File: src/design/fm_reg_pkg.sv
// ******************************
// register map and global config types of the FM front end
// register numbers are 8 bit, part bit travels apart from them
// ******************************
package fm_reg_pkg;

	// global registers, part independent
	localparam logic [7:0] REG_TEST     = 8'h21; // stop bits, fast timers
	localparam logic [7:0] REG_LFO      = 8'h22;
	localparam logic [7:0] REG_CLKA_HI  = 8'h24; // value_a[9:2]
	localparam logic [7:0] REG_CLKA_LO  = 8'h25; // value_a[1:0]
	localparam logic [7:0] REG_CLKB     = 8'h26;
	localparam logic [7:0] REG_TIMER    = 8'h27;
	localparam logic [7:0] REG_KON      = 8'h28;
	localparam logic [7:0] REG_PCM      = 8'h2A; // pcm[8:1]
	localparam logic [7:0] REG_PCM_EN   = 8'h2B;
	localparam logic [7:0] REG_DACTEST  = 8'h2C; // pcm[0] in bit 3
	localparam logic [7:0] REG_CLK_N6   = 8'h2D;
	localparam logic [7:0] REG_CLK_N3   = 8'h2E;
	localparam logic [7:0] REG_CLK_N2   = 8'h2F;
	// voice register window, also the busy threshold
	localparam logic [7:0] REG_OP_FIRST = 8'h30;
	localparam logic [7:0] REG_OP_LAST  = 8'h9F;
	// ch3 special frequency, low byte
	localparam logic [7:0] REG_C3_OP3   = 8'hA8;
	localparam logic [7:0] REG_C3_OP1   = 8'hA9;
	localparam logic [7:0] REG_C3_OP2   = 8'hAA;
	// writes that load the shared block/fnum-high latch
	localparam logic [7:0] REG_FHI_CH1  = 8'hA4;
	localparam logic [7:0] REG_FHI_CH2  = 8'hA5;
	localparam logic [7:0] REG_FHI_CH3  = 8'hA6;
	localparam logic [7:0] REG_FHI_OP3  = 8'hAC;
	localparam logic [7:0] REG_FHI_OP1  = 8'hAD;
	localparam logic [7:0] REG_FHI_OP2  = 8'hAE;

	typedef struct packed {
		logic [7:0] reg_num; // selected register
		logic       part;    // addr[1] at select time
		logic [7:0] data;
		logic [5:0] latch;   // {block, fnum[10:8]}
	} reg_wr_t;

	typedef struct packed {
		logic [9:0] value_a;
		logic [7:0] value_b;
		logic       load_a;
		logic       load_b;
		logic       irq_en_a;
		logic       irq_en_b;
		logic       clr_flag_a; // one-shot, cleared on clk_en
		logic       clr_flag_b;
		logic       fast_timers;
		logic       csm;
	} timer_cfg_t;

	typedef struct packed {
		logic [2:0] lfo_freq;
		logic       lfo_en;
		logic [8:0] pcm;
		logic       pcm_en;
		logic       eg_stop;
		logic       pg_stop;
		logic       effect; // ch3 independent frequencies
	} glob_cfg_t;

	typedef struct packed {
		logic [2:0]  block_op1;
		logic [10:0] fnum_op1;
		logic [2:0]  block_op2;
		logic [10:0] fnum_op2;
		logic [2:0]  block_op3;
		logic [10:0] fnum_op3;
	} ch3_freq_t;

endpackage

File: src/design/fm_voice_pkg.sv
// ******************************
// channel, operator and slot parameter types
// op code follows register bits 3:2 (0=S1 1=S3 2=S2 3=S4)
// ******************************
package fm_voice_pkg;

	typedef struct packed {
		logic [10:0] fnum;
		logic [2:0]  block;
		logic [2:0]  fb;    // feedback
		logic [2:0]  alg;
		logic [1:0]  rl;    // output enables
		logic [1:0]  ams;
		logic [2:0]  pms;
	} ch_params_t;

	typedef struct packed {
		logic [2:0] dt1;
		logic [3:0] mul;
		logic [6:0] tl;
		logic [1:0] ks;
		logic [4:0] ar;
		logic       amen;
		logic [4:0] d1r;
		logic [4:0] d2r;
		logic [3:0] sl;
		logic [3:0] rr;
		logic [3:0] ssg; // ssg-eg enable plus mode
	} op_params_t;

	typedef struct packed {
		logic [4:0]  slot; // op * NUM_CH + ch
		logic [2:0]  ch;   // 0..5, part 1 starts at 3
		logic [1:0]  op;   // register order code
		logic        keyon;
		ch_params_t  chp;
		op_params_t  opp;
		logic        eg_stop;
		logic        pg_stop;
	} slot_t;

endpackage

File: src/design/fm_param_ram.sv
// ******************************
// flop array, one write port, two async read ports
// no reset, contents undefined until written
// ******************************
`timescale 1ns/10ps

module fm_param_ram #(
	parameter type PAYLOAD = logic [7:0],
	parameter int  DEPTH   = 4
) (
	input  logic                     clk,
	input  logic                     we,
	input  logic [$clog2(DEPTH)-1:0] waddr,
	input  PAYLOAD                   wdata,
	input  logic [$clog2(DEPTH)-1:0] raddr_a,
	output PAYLOAD                   rdata_a,
	input  logic [$clog2(DEPTH)-1:0] raddr_b,
	output PAYLOAD                   rdata_b
);

	PAYLOAD mem [DEPTH];

	always_ff @(posedge clk) begin
		if (we)
			mem[waddr] <= wdata;
	end

	assign rdata_a = mem[raddr_a]; // slot side
	assign rdata_b = mem[raddr_b]; // rmw side, old value of the target

endmodule

File: src/design/fm_bus_port.sv
// ******************************
// host byte bus, rising edge of write is one access
// no handshake, busy is advisory only
// ******************************
`timescale 1ns/10ps

module fm_bus_port #(
	parameter int BUSY_CLKEN = 32
) (
	input  logic                 clk,
	input  logic                 rst,
	input  logic [7:0]           din,
	input  logic                 write,
	input  logic [1:0]           addr,
	input  logic                 clk_en,
	output logic                 wr_valid,
	output fm_reg_pkg::reg_wr_t  wr,
	output logic                 busy
);

	localparam int BCW = $clog2(BUSY_CLKEN) + 1;

	logic           old_write;
	logic [7:0]     sel_reg;
	logic           sel_part;
	logic [5:0]     latch;     // one latch shared by all channels
	logic [BCW-1:0] busy_cnt;
	logic           accept;
	logic           data_wr;

	assign accept  = write & ~old_write;
	assign data_wr = accept & addr[0]; // A0 high -> data

	always_ff @(posedge clk) begin
		if (rst) begin
			old_write <= 1'b1; // level held across reset is no edge
			sel_reg   <= 8'h00;
			sel_part  <= 1'b0;
			latch     <= 6'd0;
			wr_valid  <= 1'b0;
		end else begin
			old_write <= write;
			wr_valid  <= data_wr; // one-cycle strobe
			if (accept && !addr[0]) begin
				sel_reg  <= din;
				sel_part <= addr[1];
			end
			if (data_wr && sel_reg inside {fm_reg_pkg::REG_FHI_CH1, fm_reg_pkg::REG_FHI_CH2,
					fm_reg_pkg::REG_FHI_CH3, fm_reg_pkg::REG_FHI_OP1,
					fm_reg_pkg::REG_FHI_OP2, fm_reg_pkg::REG_FHI_OP3})
				latch <= din[5:0];
		end
	end

	// payload follows the strobe, carries latch as it was before this write
	always_ff @(posedge clk) begin
		if (data_wr) begin
			wr.reg_num <= sel_reg;
			wr.part    <= sel_part;
			wr.data    <= din;
			wr.latch   <= latch;
		end
	end

	// busy window, restarted by every voice data write
	always_ff @(posedge clk) begin
		if (rst) begin
			busy     <= 1'b0;
			busy_cnt <= '0;
		end else if (data_wr && sel_reg >= fm_reg_pkg::REG_OP_FIRST) begin
			busy     <= 1'b1;
			busy_cnt <= '0;
		end else if (busy && clk_en) begin
			if (busy_cnt == BCW'(BUSY_CLKEN - 1))
				busy <= 1'b0; // last pulse of the window
			busy_cnt <= busy_cnt + 1'b1;
		end
	end

endmodule

File: src/design/fm_global_regs.sv
// ******************************
// global registers and clk_en divider (6, 3 or 2 clk)
// timers are only configured here, they do not count
// ******************************
`timescale 1ns/10ps

module fm_global_regs (
	input  logic                    clk,
	input  logic                    rst,
	input  logic                    wr_valid,
	input  fm_reg_pkg::reg_wr_t     wr,
	output logic                    clk_en,
	output fm_reg_pkg::timer_cfg_t  timer,
	output fm_reg_pkg::glob_cfg_t   glob,
	output fm_reg_pkg::ch3_freq_t   ch3
);

	logic [2:0] div_cnt;
	logic [2:0] div_lim; // period minus one
	logic       div_hit;

	assign div_hit = div_cnt >= div_lim; // >= so a shorter limit never overshoots

	// divider runs free, a new limit takes effect without restart
	always_ff @(posedge clk) begin
		if (rst) begin
			div_cnt <= 3'd0;
			clk_en  <= 1'b0;
		end else begin
			clk_en  <= div_hit;
			div_cnt <= div_hit ? 3'd0 : div_cnt + 3'd1;
		end
	end

	always_ff @(posedge clk) begin
		if (rst) begin
			div_lim <= 3'd5;
			timer   <= '0;
			glob    <= '0;
		end else if (wr_valid) begin
			case (wr.reg_num)
				fm_reg_pkg::REG_TEST: begin
					glob.eg_stop      <= wr.data[5];
					glob.pg_stop      <= wr.data[3];
					timer.fast_timers <= wr.data[2];
				end
				fm_reg_pkg::REG_LFO:     {glob.lfo_en, glob.lfo_freq} <= wr.data[3:0];
				fm_reg_pkg::REG_CLKA_HI: timer.value_a[9:2] <= wr.data;
				fm_reg_pkg::REG_CLKA_LO: timer.value_a[1:0] <= wr.data[1:0];
				fm_reg_pkg::REG_CLKB:    timer.value_b <= wr.data;
				fm_reg_pkg::REG_TIMER: begin
					glob.effect      <= |wr.data[7:6];
					timer.csm        <= wr.data[7:6] == 2'b10;
					timer.clr_flag_b <= wr.data[5];
					timer.clr_flag_a <= wr.data[4];
					timer.irq_en_b   <= wr.data[3];
					timer.irq_en_a   <= wr.data[2];
					timer.load_b     <= wr.data[1];
					timer.load_a     <= wr.data[0];
				end
				fm_reg_pkg::REG_PCM:     glob.pcm[8:1] <= wr.data;
				fm_reg_pkg::REG_DACTEST: glob.pcm[0] <= wr.data[3];
				fm_reg_pkg::REG_PCM_EN:  glob.pcm_en <= wr.data[7];
				fm_reg_pkg::REG_CLK_N6:  div_lim <= 3'd5;
				fm_reg_pkg::REG_CLK_N3:  div_lim <= 3'd2;
				fm_reg_pkg::REG_CLK_N2:  div_lim <= 3'd1;
				default: ;
			endcase
		end else if (clk_en) begin
			// flag clears are one-shot
			timer.clr_flag_a <= 1'b0;
			timer.clr_flag_b <= 1'b0;
		end
	end

	// ch3 frequencies, high part from the shared latch
	always_ff @(posedge clk) begin
		if (wr_valid) begin
			case (wr.reg_num)
				fm_reg_pkg::REG_C3_OP1: {ch3.block_op1, ch3.fnum_op1} <= {wr.latch, wr.data};
				fm_reg_pkg::REG_C3_OP2: {ch3.block_op2, ch3.fnum_op2} <= {wr.latch, wr.data};
				fm_reg_pkg::REG_C3_OP3: {ch3.block_op3, ch3.fnum_op3} <= {wr.latch, wr.data};
				default: ;
			endcase
		end
	end

endmodule

File: src/design/fm_voice_regs.sv
// ******************************
// per-channel and per-operator registers plus key-on
// field writes are read-modify-write, channel code 3 is dropped
// ******************************
`timescale 1ns/10ps

module fm_voice_regs #(
	parameter int NUM_CH = 6
) (
	input  logic                  clk,
	input  logic                  rst,
	input  logic                  clk_en,
	input  logic                  wr_valid,
	input  fm_reg_pkg::reg_wr_t   wr,
	output fm_voice_pkg::slot_t   cur_slot
);

	localparam int NSLOT = NUM_CH * 4;
	localparam int CH_AW = $clog2(NUM_CH);
	localparam int OP_AW = $clog2(NSLOT);

	fm_voice_pkg::ch_params_t ch_old, ch_new, ch_rd;
	fm_voice_pkg::op_params_t op_old, op_new, op_rd;
	logic [2:0]       wr_ch;   // channel of the register write
	logic [2:0]       kon_ch;  // channel of the key-on write
	logic             is_op, is_ch, is_kon;
	logic [NSLOT-1:0] keyon;   // index {ch, op code}
	logic [2:0]       cnt_ch;
	logic [1:0]       cnt_op;
	logic [4:0]       cnt_slot;

	always_comb begin
		wr_ch = {1'b0, wr.reg_num[1:0]};
		if (NUM_CH == 6 && wr.part)
			wr_ch = wr_ch + 3'd3; // part 1 -> ch 3..5
		kon_ch = {1'b0, wr.data[1:0]};
		if (NUM_CH == 6 && wr.data[2])
			kon_ch = kon_ch + 3'd3;
		is_op = wr_valid && wr.reg_num[1:0] != 2'd3 &&
			wr.reg_num >= fm_reg_pkg::REG_OP_FIRST && wr.reg_num <= fm_reg_pkg::REG_OP_LAST;
		// A0-A2 fnum low, B0-B2 fb/alg, B4-B6 rl/ams/pms
		is_ch = wr_valid && wr.reg_num[1:0] != 2'd3 &&
			wr.reg_num[7:2] inside {6'b1010_00, 6'b1011_00, 6'b1011_01};
		is_kon = wr_valid && wr.reg_num == fm_reg_pkg::REG_KON && wr.data[1:0] != 2'd3;
	end

	always_comb begin
		op_new = op_old;
		case (wr.reg_num[7:4])
			4'h3: {op_new.dt1, op_new.mul} = {wr.data[6:4], wr.data[3:0]};
			4'h4: op_new.tl = wr.data[6:0];
			4'h5: {op_new.ks, op_new.ar} = {wr.data[7:6], wr.data[4:0]};
			4'h6: {op_new.amen, op_new.d1r} = {wr.data[7], wr.data[4:0]};
			4'h7: op_new.d2r = wr.data[4:0];
			4'h8: {op_new.sl, op_new.rr} = wr.data;
			4'h9: op_new.ssg = wr.data[3:0];
			default: ;
		endcase
		ch_new = ch_old;
		case (wr.reg_num[7:2])
			6'b1010_00: {ch_new.block, ch_new.fnum} = {wr.latch, wr.data}; // latch commits here
			6'b1011_00: {ch_new.fb, ch_new.alg} = wr.data[5:0];
			6'b1011_01: {ch_new.rl, ch_new.ams, ch_new.pms} =
				{wr.data[7:6], wr.data[5:4], wr.data[2:0]};
			default: ;
		endcase
	end

	fm_param_ram #(.PAYLOAD(fm_voice_pkg::ch_params_t), .DEPTH(NUM_CH)) ch_ram (
		.clk(clk), .we(is_ch), .waddr(CH_AW'(wr_ch)), .wdata(ch_new),
		.raddr_a(CH_AW'(cnt_ch)), .rdata_a(ch_rd),
		.raddr_b(CH_AW'(wr_ch)), .rdata_b(ch_old)
	);

	fm_param_ram #(.PAYLOAD(fm_voice_pkg::op_params_t), .DEPTH(NSLOT)) op_ram (
		.clk(clk), .we(is_op), .waddr(OP_AW'({wr_ch, wr.reg_num[3:2]})), .wdata(op_new),
		.raddr_a(OP_AW'({cnt_ch, cnt_op})), .rdata_a(op_rd),
		.raddr_b(OP_AW'({wr_ch, wr.reg_num[3:2]})), .rdata_b(op_old)
	);

	always_ff @(posedge clk) begin
		if (rst)
			keyon <= '0;
		else if (is_kon)
			keyon[int'(kon_ch) * 4 +: 4] <= {wr.data[7], wr.data[5], wr.data[6], wr.data[4]}; // S4 S2 S3 S1
	end

	// operator-major walk: all channels of S1, then S3, S2, S4
	always_ff @(posedge clk) begin
		if (rst) begin
			cnt_ch   <= 3'd0;
			cnt_op   <= 2'd0;
			cnt_slot <= 5'd0;
		end else if (clk_en) begin
			if (cnt_ch == 3'(NUM_CH - 1)) begin
				cnt_ch <= 3'd0;
				cnt_op <= cnt_op + 2'd1; // wraps after S4
			end else
				cnt_ch <= cnt_ch + 3'd1;
			cnt_slot <= (cnt_slot == 5'(NSLOT - 1)) ? 5'd0 : cnt_slot + 5'd1;
		end
	end

	always_comb begin
		cur_slot       = '0; // stop bits added by the merger
		cur_slot.slot  = cnt_slot;
		cur_slot.ch    = cnt_ch;
		cur_slot.op    = cnt_op;
		cur_slot.keyon = keyon[OP_AW'({cnt_ch, cnt_op})];
		cur_slot.chp   = ch_rd;
		cur_slot.opp   = op_rd;
	end

endmodule

File: src/design/fm_slot_merge.sv
// ******************************
// slot output register, loads on clk_en
// ch3 mode overrides fnum/block of channel index 2, S1..S3
// ******************************
`timescale 1ns/10ps

module fm_slot_merge (
	input  logic                   clk,
	input  logic                   rst,
	input  logic                   clk_en,
	input  fm_voice_pkg::slot_t    cur_slot,
	input  fm_reg_pkg::glob_cfg_t  glob,
	input  fm_reg_pkg::ch3_freq_t  ch3,
	output fm_voice_pkg::slot_t    slot_out
);

	fm_voice_pkg::slot_t nxt;

	always_comb begin
		nxt = cur_slot;
		if (glob.effect && cur_slot.ch == 3'd2) begin
			case (cur_slot.op)
				2'd0: {nxt.chp.block, nxt.chp.fnum} = {ch3.block_op1, ch3.fnum_op1}; // S1
				2'd1: {nxt.chp.block, nxt.chp.fnum} = {ch3.block_op3, ch3.fnum_op3}; // S3
				2'd2: {nxt.chp.block, nxt.chp.fnum} = {ch3.block_op2, ch3.fnum_op2}; // S2
				default: ; // S4 keeps the channel value
			endcase
		end
		nxt.eg_stop = glob.eg_stop;
		nxt.pg_stop = glob.pg_stop;
	end

	always_ff @(posedge clk) begin
		if (rst)
			slot_out <= '0;
		else if (clk_en)
			slot_out <= nxt; // valid 1 clk after the pulse
	end

endmodule

File: src/design/fm_regs_top.sv
// ******************************
// FM register front end top
// NUM_CH 3 ignores the part bit
// ******************************
`timescale 1ns/10ps

module fm_regs_top #(
	parameter int NUM_CH     = 6,
	parameter int BUSY_CLKEN = 32
) (
	input  logic                    clk,
	input  logic                    rst,
	input  logic [7:0]              din,
	input  logic                    write,
	input  logic [1:0]              addr,
	output logic                    busy,
	output logic                    clk_en,
	output fm_reg_pkg::timer_cfg_t  timer,
	output fm_reg_pkg::glob_cfg_t   glob,
	output fm_voice_pkg::slot_t     slot_out
);

	logic                  wr_valid;
	fm_reg_pkg::reg_wr_t   wr;
	fm_reg_pkg::ch3_freq_t ch3;
	fm_voice_pkg::slot_t   cur_slot;

	fm_bus_port #(.BUSY_CLKEN(BUSY_CLKEN)) u_bus (
		.clk(clk), .rst(rst), .din(din), .write(write), .addr(addr),
		.clk_en(clk_en), .wr_valid(wr_valid), .wr(wr), .busy(busy)
	);

	fm_global_regs u_glob (
		.clk(clk), .rst(rst), .wr_valid(wr_valid), .wr(wr),
		.clk_en(clk_en), .timer(timer), .glob(glob), .ch3(ch3)
	);

	fm_voice_regs #(.NUM_CH(NUM_CH)) u_voice (
		.clk(clk), .rst(rst), .clk_en(clk_en), .wr_valid(wr_valid), .wr(wr),
		.cur_slot(cur_slot)
	);

	fm_slot_merge u_merge (
		.clk(clk), .rst(rst), .clk_en(clk_en), .cur_slot(cur_slot),
		.glob(glob), .ch3(ch3), .slot_out(slot_out)
	);

endmodule

File: config.mk
export PLATFORM = sky130hd
export DESIGN_NAME = fm_regs_top
export DESIGN_NICKNAME = d
export VERILOG_FILES = /design/src/design/fm_reg_pkg.sv /design/src/design/fm_voice_pkg.sv /design/src/design/fm_param_ram.sv /design/src/design/fm_bus_port.sv /design/src/design/fm_global_regs.sv /design/src/design/fm_voice_regs.sv /design/src/design/fm_slot_merge.sv /design/src/design/fm_regs_top.sv
export SDC_FILE = /design/constraint.sdc
export NUM_CORES = 2
export LEC_CHECK = 0
export BUFFER_PORTS_ARGS = -buffer_cell sky130_fd_sc_hd__buf_4
export CAP_MARGIN = 10
export CELL_PAD_IN_SITES_DETAIL_PLACEMENT = 2
export CELL_PAD_IN_SITES_GLOBAL_PLACEMENT = 2
export CORE_MARGIN = 5
export CORE_UTILIZATION = 33
export CTS_CLUSTER_SIZE = 8
export DETAILED_ROUTE_END_ITERATION = 7
export HOLD_SLACK_MARGIN = 0.02
export MAX_ROUTING_LAYER = met4
export PLACE_DENSITY = 0.58
export SYNTH_ARGS = -nofsm -noshare
export SYNTH_HDL_FRONTEND = slang
export SYNTH_HIERARCHICAL = 1
export SYNTH_SLANG_ARGS = --single-unit
export TNS_END_PERCENT = 5
File: constraint.sdc
create_clock -name clk -period 5.8 [get_ports clk]
set_input_delay 0.29 -clock clk [delete_from_list [all_inputs] [get_ports clk]]
set_output_delay 0.29 -clock clk [all_outputs]
set_load 0.01 [all_outputs]
# --- Yosys cells after proc, flatten, opt, wreduce, memory -nomap -nowiden ---
# Memories as Yosys holds them, arrays and structs flattened. A register that Yosys moved wholly into a read port is not among the register bits.
# Cells that the tools add are included.
word_totals:
  register_bits: 213
  ram_bits: 1218
  in_bits: 13
  out_inout_bits: 129
  word_cells: 208
  n_memories: 2
mem_list:
  columns: ["memory", "words", "width", "rd", "rd_ports_with_merged_regs", "write_ports", "line", "rtl"]
  rows:
  - ["u_voice.op_ram.mem", 24, 44, 1, 1, 1, "fm_param_ram.sv:21", "PAYLOAD mem [DEPTH];"]
  - ["u_voice.ch_ram.mem", 6, 27, 1, 1, 1, "fm_param_ram.sv:21", null]
op_classes:
  addsub: 8
  magnitude_cmp: 5
  n_eq_ne: 52
  shifts: 2
  mux: 32
  n_bitwise: 3
  n_reduce_logical: 48
ops:
  columns: ["cell", "count"]
  rows:
  - ["equality test 8 x 6 -> 1 bit (second input constant)", 13]
  - ["equality test 8 bit (second input constant)", 9]
  - ["AND reduction 2 bit", 26]
  - ["one-hot mux 14 bit (3 select lines)", 1]
  - ["negation 5 -> 33 bit", 1]
  - ["variable shift 4 x 33 -> 24 bit (first input constant)", 1]
  - ["variable part select 4 x 33 -> 24 bit", 1]
  - ["2-to-1 mux 14 bit", 2]
  - ["2-to-1 mux 7 bit", 4]
  - ["bitwise mux 24 bit", 1]
  - ["equality test 6 bit (second input constant)", 3]
  - ["equality test 4 x 3 -> 1 bit (second input constant)", 4]
  - [">= comparator 8 x 6 -> 1 bit (second input constant)", 2]
  - ["2-to-1 mux 3 bit", 5]
  - ["2-to-1 mux 6 bit", 2]
  - ["logical AND 1 bit", 11]
  - ["2-to-1 mux 5 bit", 2]
  - ["inequality test 1 bit (second input constant)", 10]
  - ["one-hot mux 3 bit (3 select lines)", 1]
  - ["equality test 4 bit (second input constant)", 2]
  - ["<= comparator 8 bit (second input constant)", 1]
  - ["2-to-1 mux 1 bit", 8]
  - ["2-to-1 mux 8 bit", 1]
  - ["adder 2 x 2 -> 3 bit (second input constant)", 2]
  - ["other kinds (26)", 37]

# --- Logic depth before layout (Yosys ltp) ---
depth:
  word_depth: 7
  mapped_depth: 12
  depth_no_buf: 9

# --- Modules after synthesis ---
# The synthesis kept the hierarchy.
by_module_without_submodules:
  columns: ["mod", "instances", "cells_each", "area_each_um2", "seq_area_each_um2"]
  rows:
  - ["fm_param_ram (u_voice.op_ram)", 1, 2708, 49118.4, 31710.4]
  - ["fm_param_ram (u_voice.ch_ram)", 1, 357, 7562.3, 4864.7]
  - ["fm_slot_merge", 1, 384, 3554.7, 1681.6]
  - ["fm_global_regs", 1, 240, 3274.4, 2262.2]
  - ["fm_voice_regs", 1, 327, 2906.5, 680.7]
  - ["fm_bus_port", 1, 128, 1681.6, 1171.1]

# --- Worst setup path after synthesis ---
# Ideal clock, no wire load.
synth_path:
  path_kind: "register to register"
  from: "register u_bus/wr[20] (netlist name)"
  to: "memory u_voice/op_ram/mem[20][0] (netlist name), enable pin"
  setup_time_ps: 446
  t_arrival_ps: 3829
  required_time_ps: 5354
  slack_ps: 1525
  stages_incl_launch_ff: 8
  path_buffers: 2
  period_less_slack_ps: 4275
  cell_sequence: "edfxtp_1 -> buf_2 -> or3b_2 -> o21a_1 -> nor2_1 -> or3b_2 -> clkbuf_1 -> nor2_1"
synth_via:
  elab_chain_cells: 6
  elab_cells_between_ends: 9
  cone_classes: "2 x order compare; 2 x eq/ne; 2 x mux; 3 x reduce/logical"
synth_lines:
  columns: ["element", "line", "rtl"]
  rows:
  - [">= comparator 8 x 6 -> 1 bit", "fm_voice_regs.sv:40", "wr.reg_num >= fm_reg_pkg::REG_OP_FIRST && wr.reg_num <= fm_reg_pkg::REG_OP_LAST;"]
  - ["logical AND 1 bit", "fm_voice_regs.sv:39", "is_op = wr_valid && wr.reg_num[1:0] != 2'd3 &&"]
  - ["logical AND 1 bit *", "fm_voice_regs.sv:40", null]
  - ["named net u_voice.is_op", "fm_voice_regs.sv:26", "logic is_op, is_ch, is_kon;"]
  - ["2-to-1 mux 1 bit *", "fm_param_ram.sv:24", "if (we)"]
  - ["2-to-1 mux 1 bit (implied by the code) *", "fm_param_ram.sv:25", "mem[waddr] <= wdata;"]
  - ["AND reduction 2 bit (no line) *", null, null]
  - ["end, declared", "fm_param_ram.sv:21", null]
# The timed path passes the listed nets; every way through them passes the cells marked *.

==> summary.md <==
| Metric | Value |
|---|---|
| Status | `complete, no violations` |
| First-pass iteration count of the detailed router | `6` |
| Post-route ant nets | `0` |
| Worst Hold Slack | `0.0324 ns` |
| Dpl ws | `1.40 ns` |
| CP endpoint kind | `flip-flop` |
| First-pass GRT wire length | `334 mm` |
| DRC viols | `0` |
| Type of the worst setup path | `reg -> reg` |
| Layout cells sized above 1 | `0.274` |
| Max-slew violations | `0` |
| Sw Pwr | `0.00504 W` |
| Clock sinks | `1475` |
| Worst-margin pin slew | `1.19 ns` |
| Max FFs per register | `1056` |
| Crit path from | `u_bus/wr[15]` |
| Clk slew on worst S/H paths | `0.06 ns` |
| GPL Wtd Cong | `0.760` |
| Clock power frac | `0.482` |
| Die ar. | `0.215 mm^2` |
| Synth Warn # | `6` |
| Biggest register | `u_voice/op_ram/mem` |
| CP max-delay cell | `edfxtp_1` |
| Drt wl/cell | `32.6 um` |
| Htree depth | `4` |
| Final Critical Period | `4.45 ns` |
| Largest net degree at the start of global routing | `90` |
| Peak fanout along the critical path | `24` |
| Sequential power share | `0.493` |
| Synth Area per Inst | `16.4 um^2` |
| Hold crit path type | `in -> reg` |
| Peak VDD IR | `0.000323 V` |
| Clock Tree Buf Depth | `3` |
| Most frequent cells in the layout | `edfxtp_1, mux2i_1, mux4_2` |
| Setup Fix Bufs, Post-CTS | `0` |
| Worst Min Path Start | `rst` |
| Combinational power share | `0.024` |
| CP cell instances | `inv_1 -> ha_1 -> nor2b_4 -> buf_4 -> or2_2 -> buf_4 -> a221oi_1 -> o21ai_0 -> nand3_1 -> mux2_2` |
| Sw frac | `0.215` |
| Avg Vias per Cell | `5.72` |
| RSZ-0062 raised after global routing | `no` |
| Fillcell total | `19700` |
| Syn nets | `4167` |
| Worst Path Arrival | `4.97 ns` |
| CTS tree | `built` |
| Vias in the first global route | `44600` |
| Starting Density | `0.332` |
| DRT Wirelength | `233 mm` |
| Met2 Resource Use GR | `0.366` |
| PortBufs | `141` |
| Setup Skew | `0.0281 ns` |
| Post-route setup TNS | `0 ns` |
| Area Overhead vs Synth | `14.6%` |
| Pwr dens | `300 mW/mm^2` |
| Final setup vio count | `0` |
| Routed via count | `40800` |
| Rel. slew slack | `0.209` |
| WP data required | `6.32 ns` |
| Core ar. | `0.205 mm^2` |
| Cell Rows | `166` |
| Crit-path max cell delay | `0.72 ns` |
| CP startpoint kind | `flip-flop` |
| Crit-path most repeated cell | `buf_4` |
| Root Driver | `clkbuf_16` |
| FF-to-FF Start | `u_bus/wr[15]` |
| Met1 Usage GRT | `0.284` |
| GRT Max-Usage Layer | `met2` |
| Cts repair resizes | `0` |
| Number of buffers created by CTS | `204` |
| Max Cap Viol | `0` |
| Die width | `464 um` |
| FF+latch area | `0.0424 mm^2` |
| Synth Instances | `4141` |
| 1st-iter DRT viols | `3396` |
| Most common cell after layout, fill and taps aside | `edfxtp_1` |
| Met3 Usage GRT | `0.0288` |
| Count of nets after finishing | `4331` |
| Final worst path period share | `0.768` |
| Post-Synthesis Cell Area | `0.0681 mm^2` |
| Tot GR Track Use | `0.219` |
| Fmax | `225 MHz` |
| Multi-input gate area | `0.0240 mm^2` |
| Post-DP HPWL | `132 mm` |
| LEAKAGE | `24.3 nW` |
| GRT Residual Overflow | `0` |
| Biggest regs | `u_voice/op_ram/mem: 1056 flops, u_voice/ch_ram/mem: 162 flops, u_merge/slot_out: 84 flops` |
| Later-pin clock latency in the skew report | `0.84 ns` |
| I/O pin total | `142` |
| Initial antenna violation count | `12` |
| Min setup slack post-route | `1.35 ns` |
| Final Hold Fails | `0` |
| P_int | `0.0183 W` |
| Die span in y | `464 um` |
[critical path: cells and delay by family, from the launching register on]
family | cells | cell delay, ns
and+or+nand+nor | 3 | 1.20
adders and majority gates | 1 | 0.27
AOI/OAI and AO/OA | 2 | 0.24
DFF | 1 | 0.72
muxes | 1 | 0.44
buffers and inverters | 3 | 1.16
[per-stage QoR]
stage | total power (W) | area [um^2] | std cells | util
floorplan | 0.0121 | 68100 | 4141 | -
global placement | 0.0123 | 72000 | 6774 | 0.351
detailed placement | 0.0123 | 72000 | 6775 | 0.351
CTS | 0.0237 | 78000 | 7141 | 0.381
global route | 0.0242 | 78000 | 7142 | 0.381
finish | 0.0234 | 78000 | 7144 | 0.381
[what timing repair did]
| action | CTS | global route |
|---|---|---|
| endpoints found under the hold margin | 25 | 0 |
| hold buffers | 12 | 0 |
| endpoints found under the setup margin | 0 | 0 |
[layer usage]
layer | up-vias | wire, um
met1 | 22400 | 102000
met2 | 1050 | 116000
met4 | 0 | 5150
li1 | 17100 | -
met3 | 314 | 9900
met5 | - | 0
[layout make-up]
type / instances / share of cell area
clock buffers: 341 / 0.0734
well taps: 2688 / 0.0431
repair buffers: 270 / 0.0289
clock inverters: 13 / 0.00237
flip-flops and latches: 1475 / 0.543
diodes: 3 / 0.0000962
inverters: 14 / 0.000738
multi-input cells: 2340 / 0.308
[power groups by stage]
stage	clock network, W	logic (W)	registers [W]
3_3_place_gp	0	0.000561	0.0117
2_1_floorplan	0	0.000345	0.0117
5_1_grt	0.0121	0.000614	0.0115
6_report	0.0113	0.000571	0.0115
4_1_cts	0.0116	0.000582	0.0115
3_5_place_dp	0	0.000573	0.0117
[final timing paths]
kind                                              endpoint  slack [ns]  depth (start not counted)
worst max-delay path            u_voice/op_ram/mem[17][35]        1.35                         10
worst min-delay path                      u_glob/timer[21]        0.03                          2
worst max register to register  u_voice/op_ram/mem[17][35]        1.35                         10
worst min register to register                u_bus/wr[18]        0.43                          0
(Power assumes the default switching activity.)
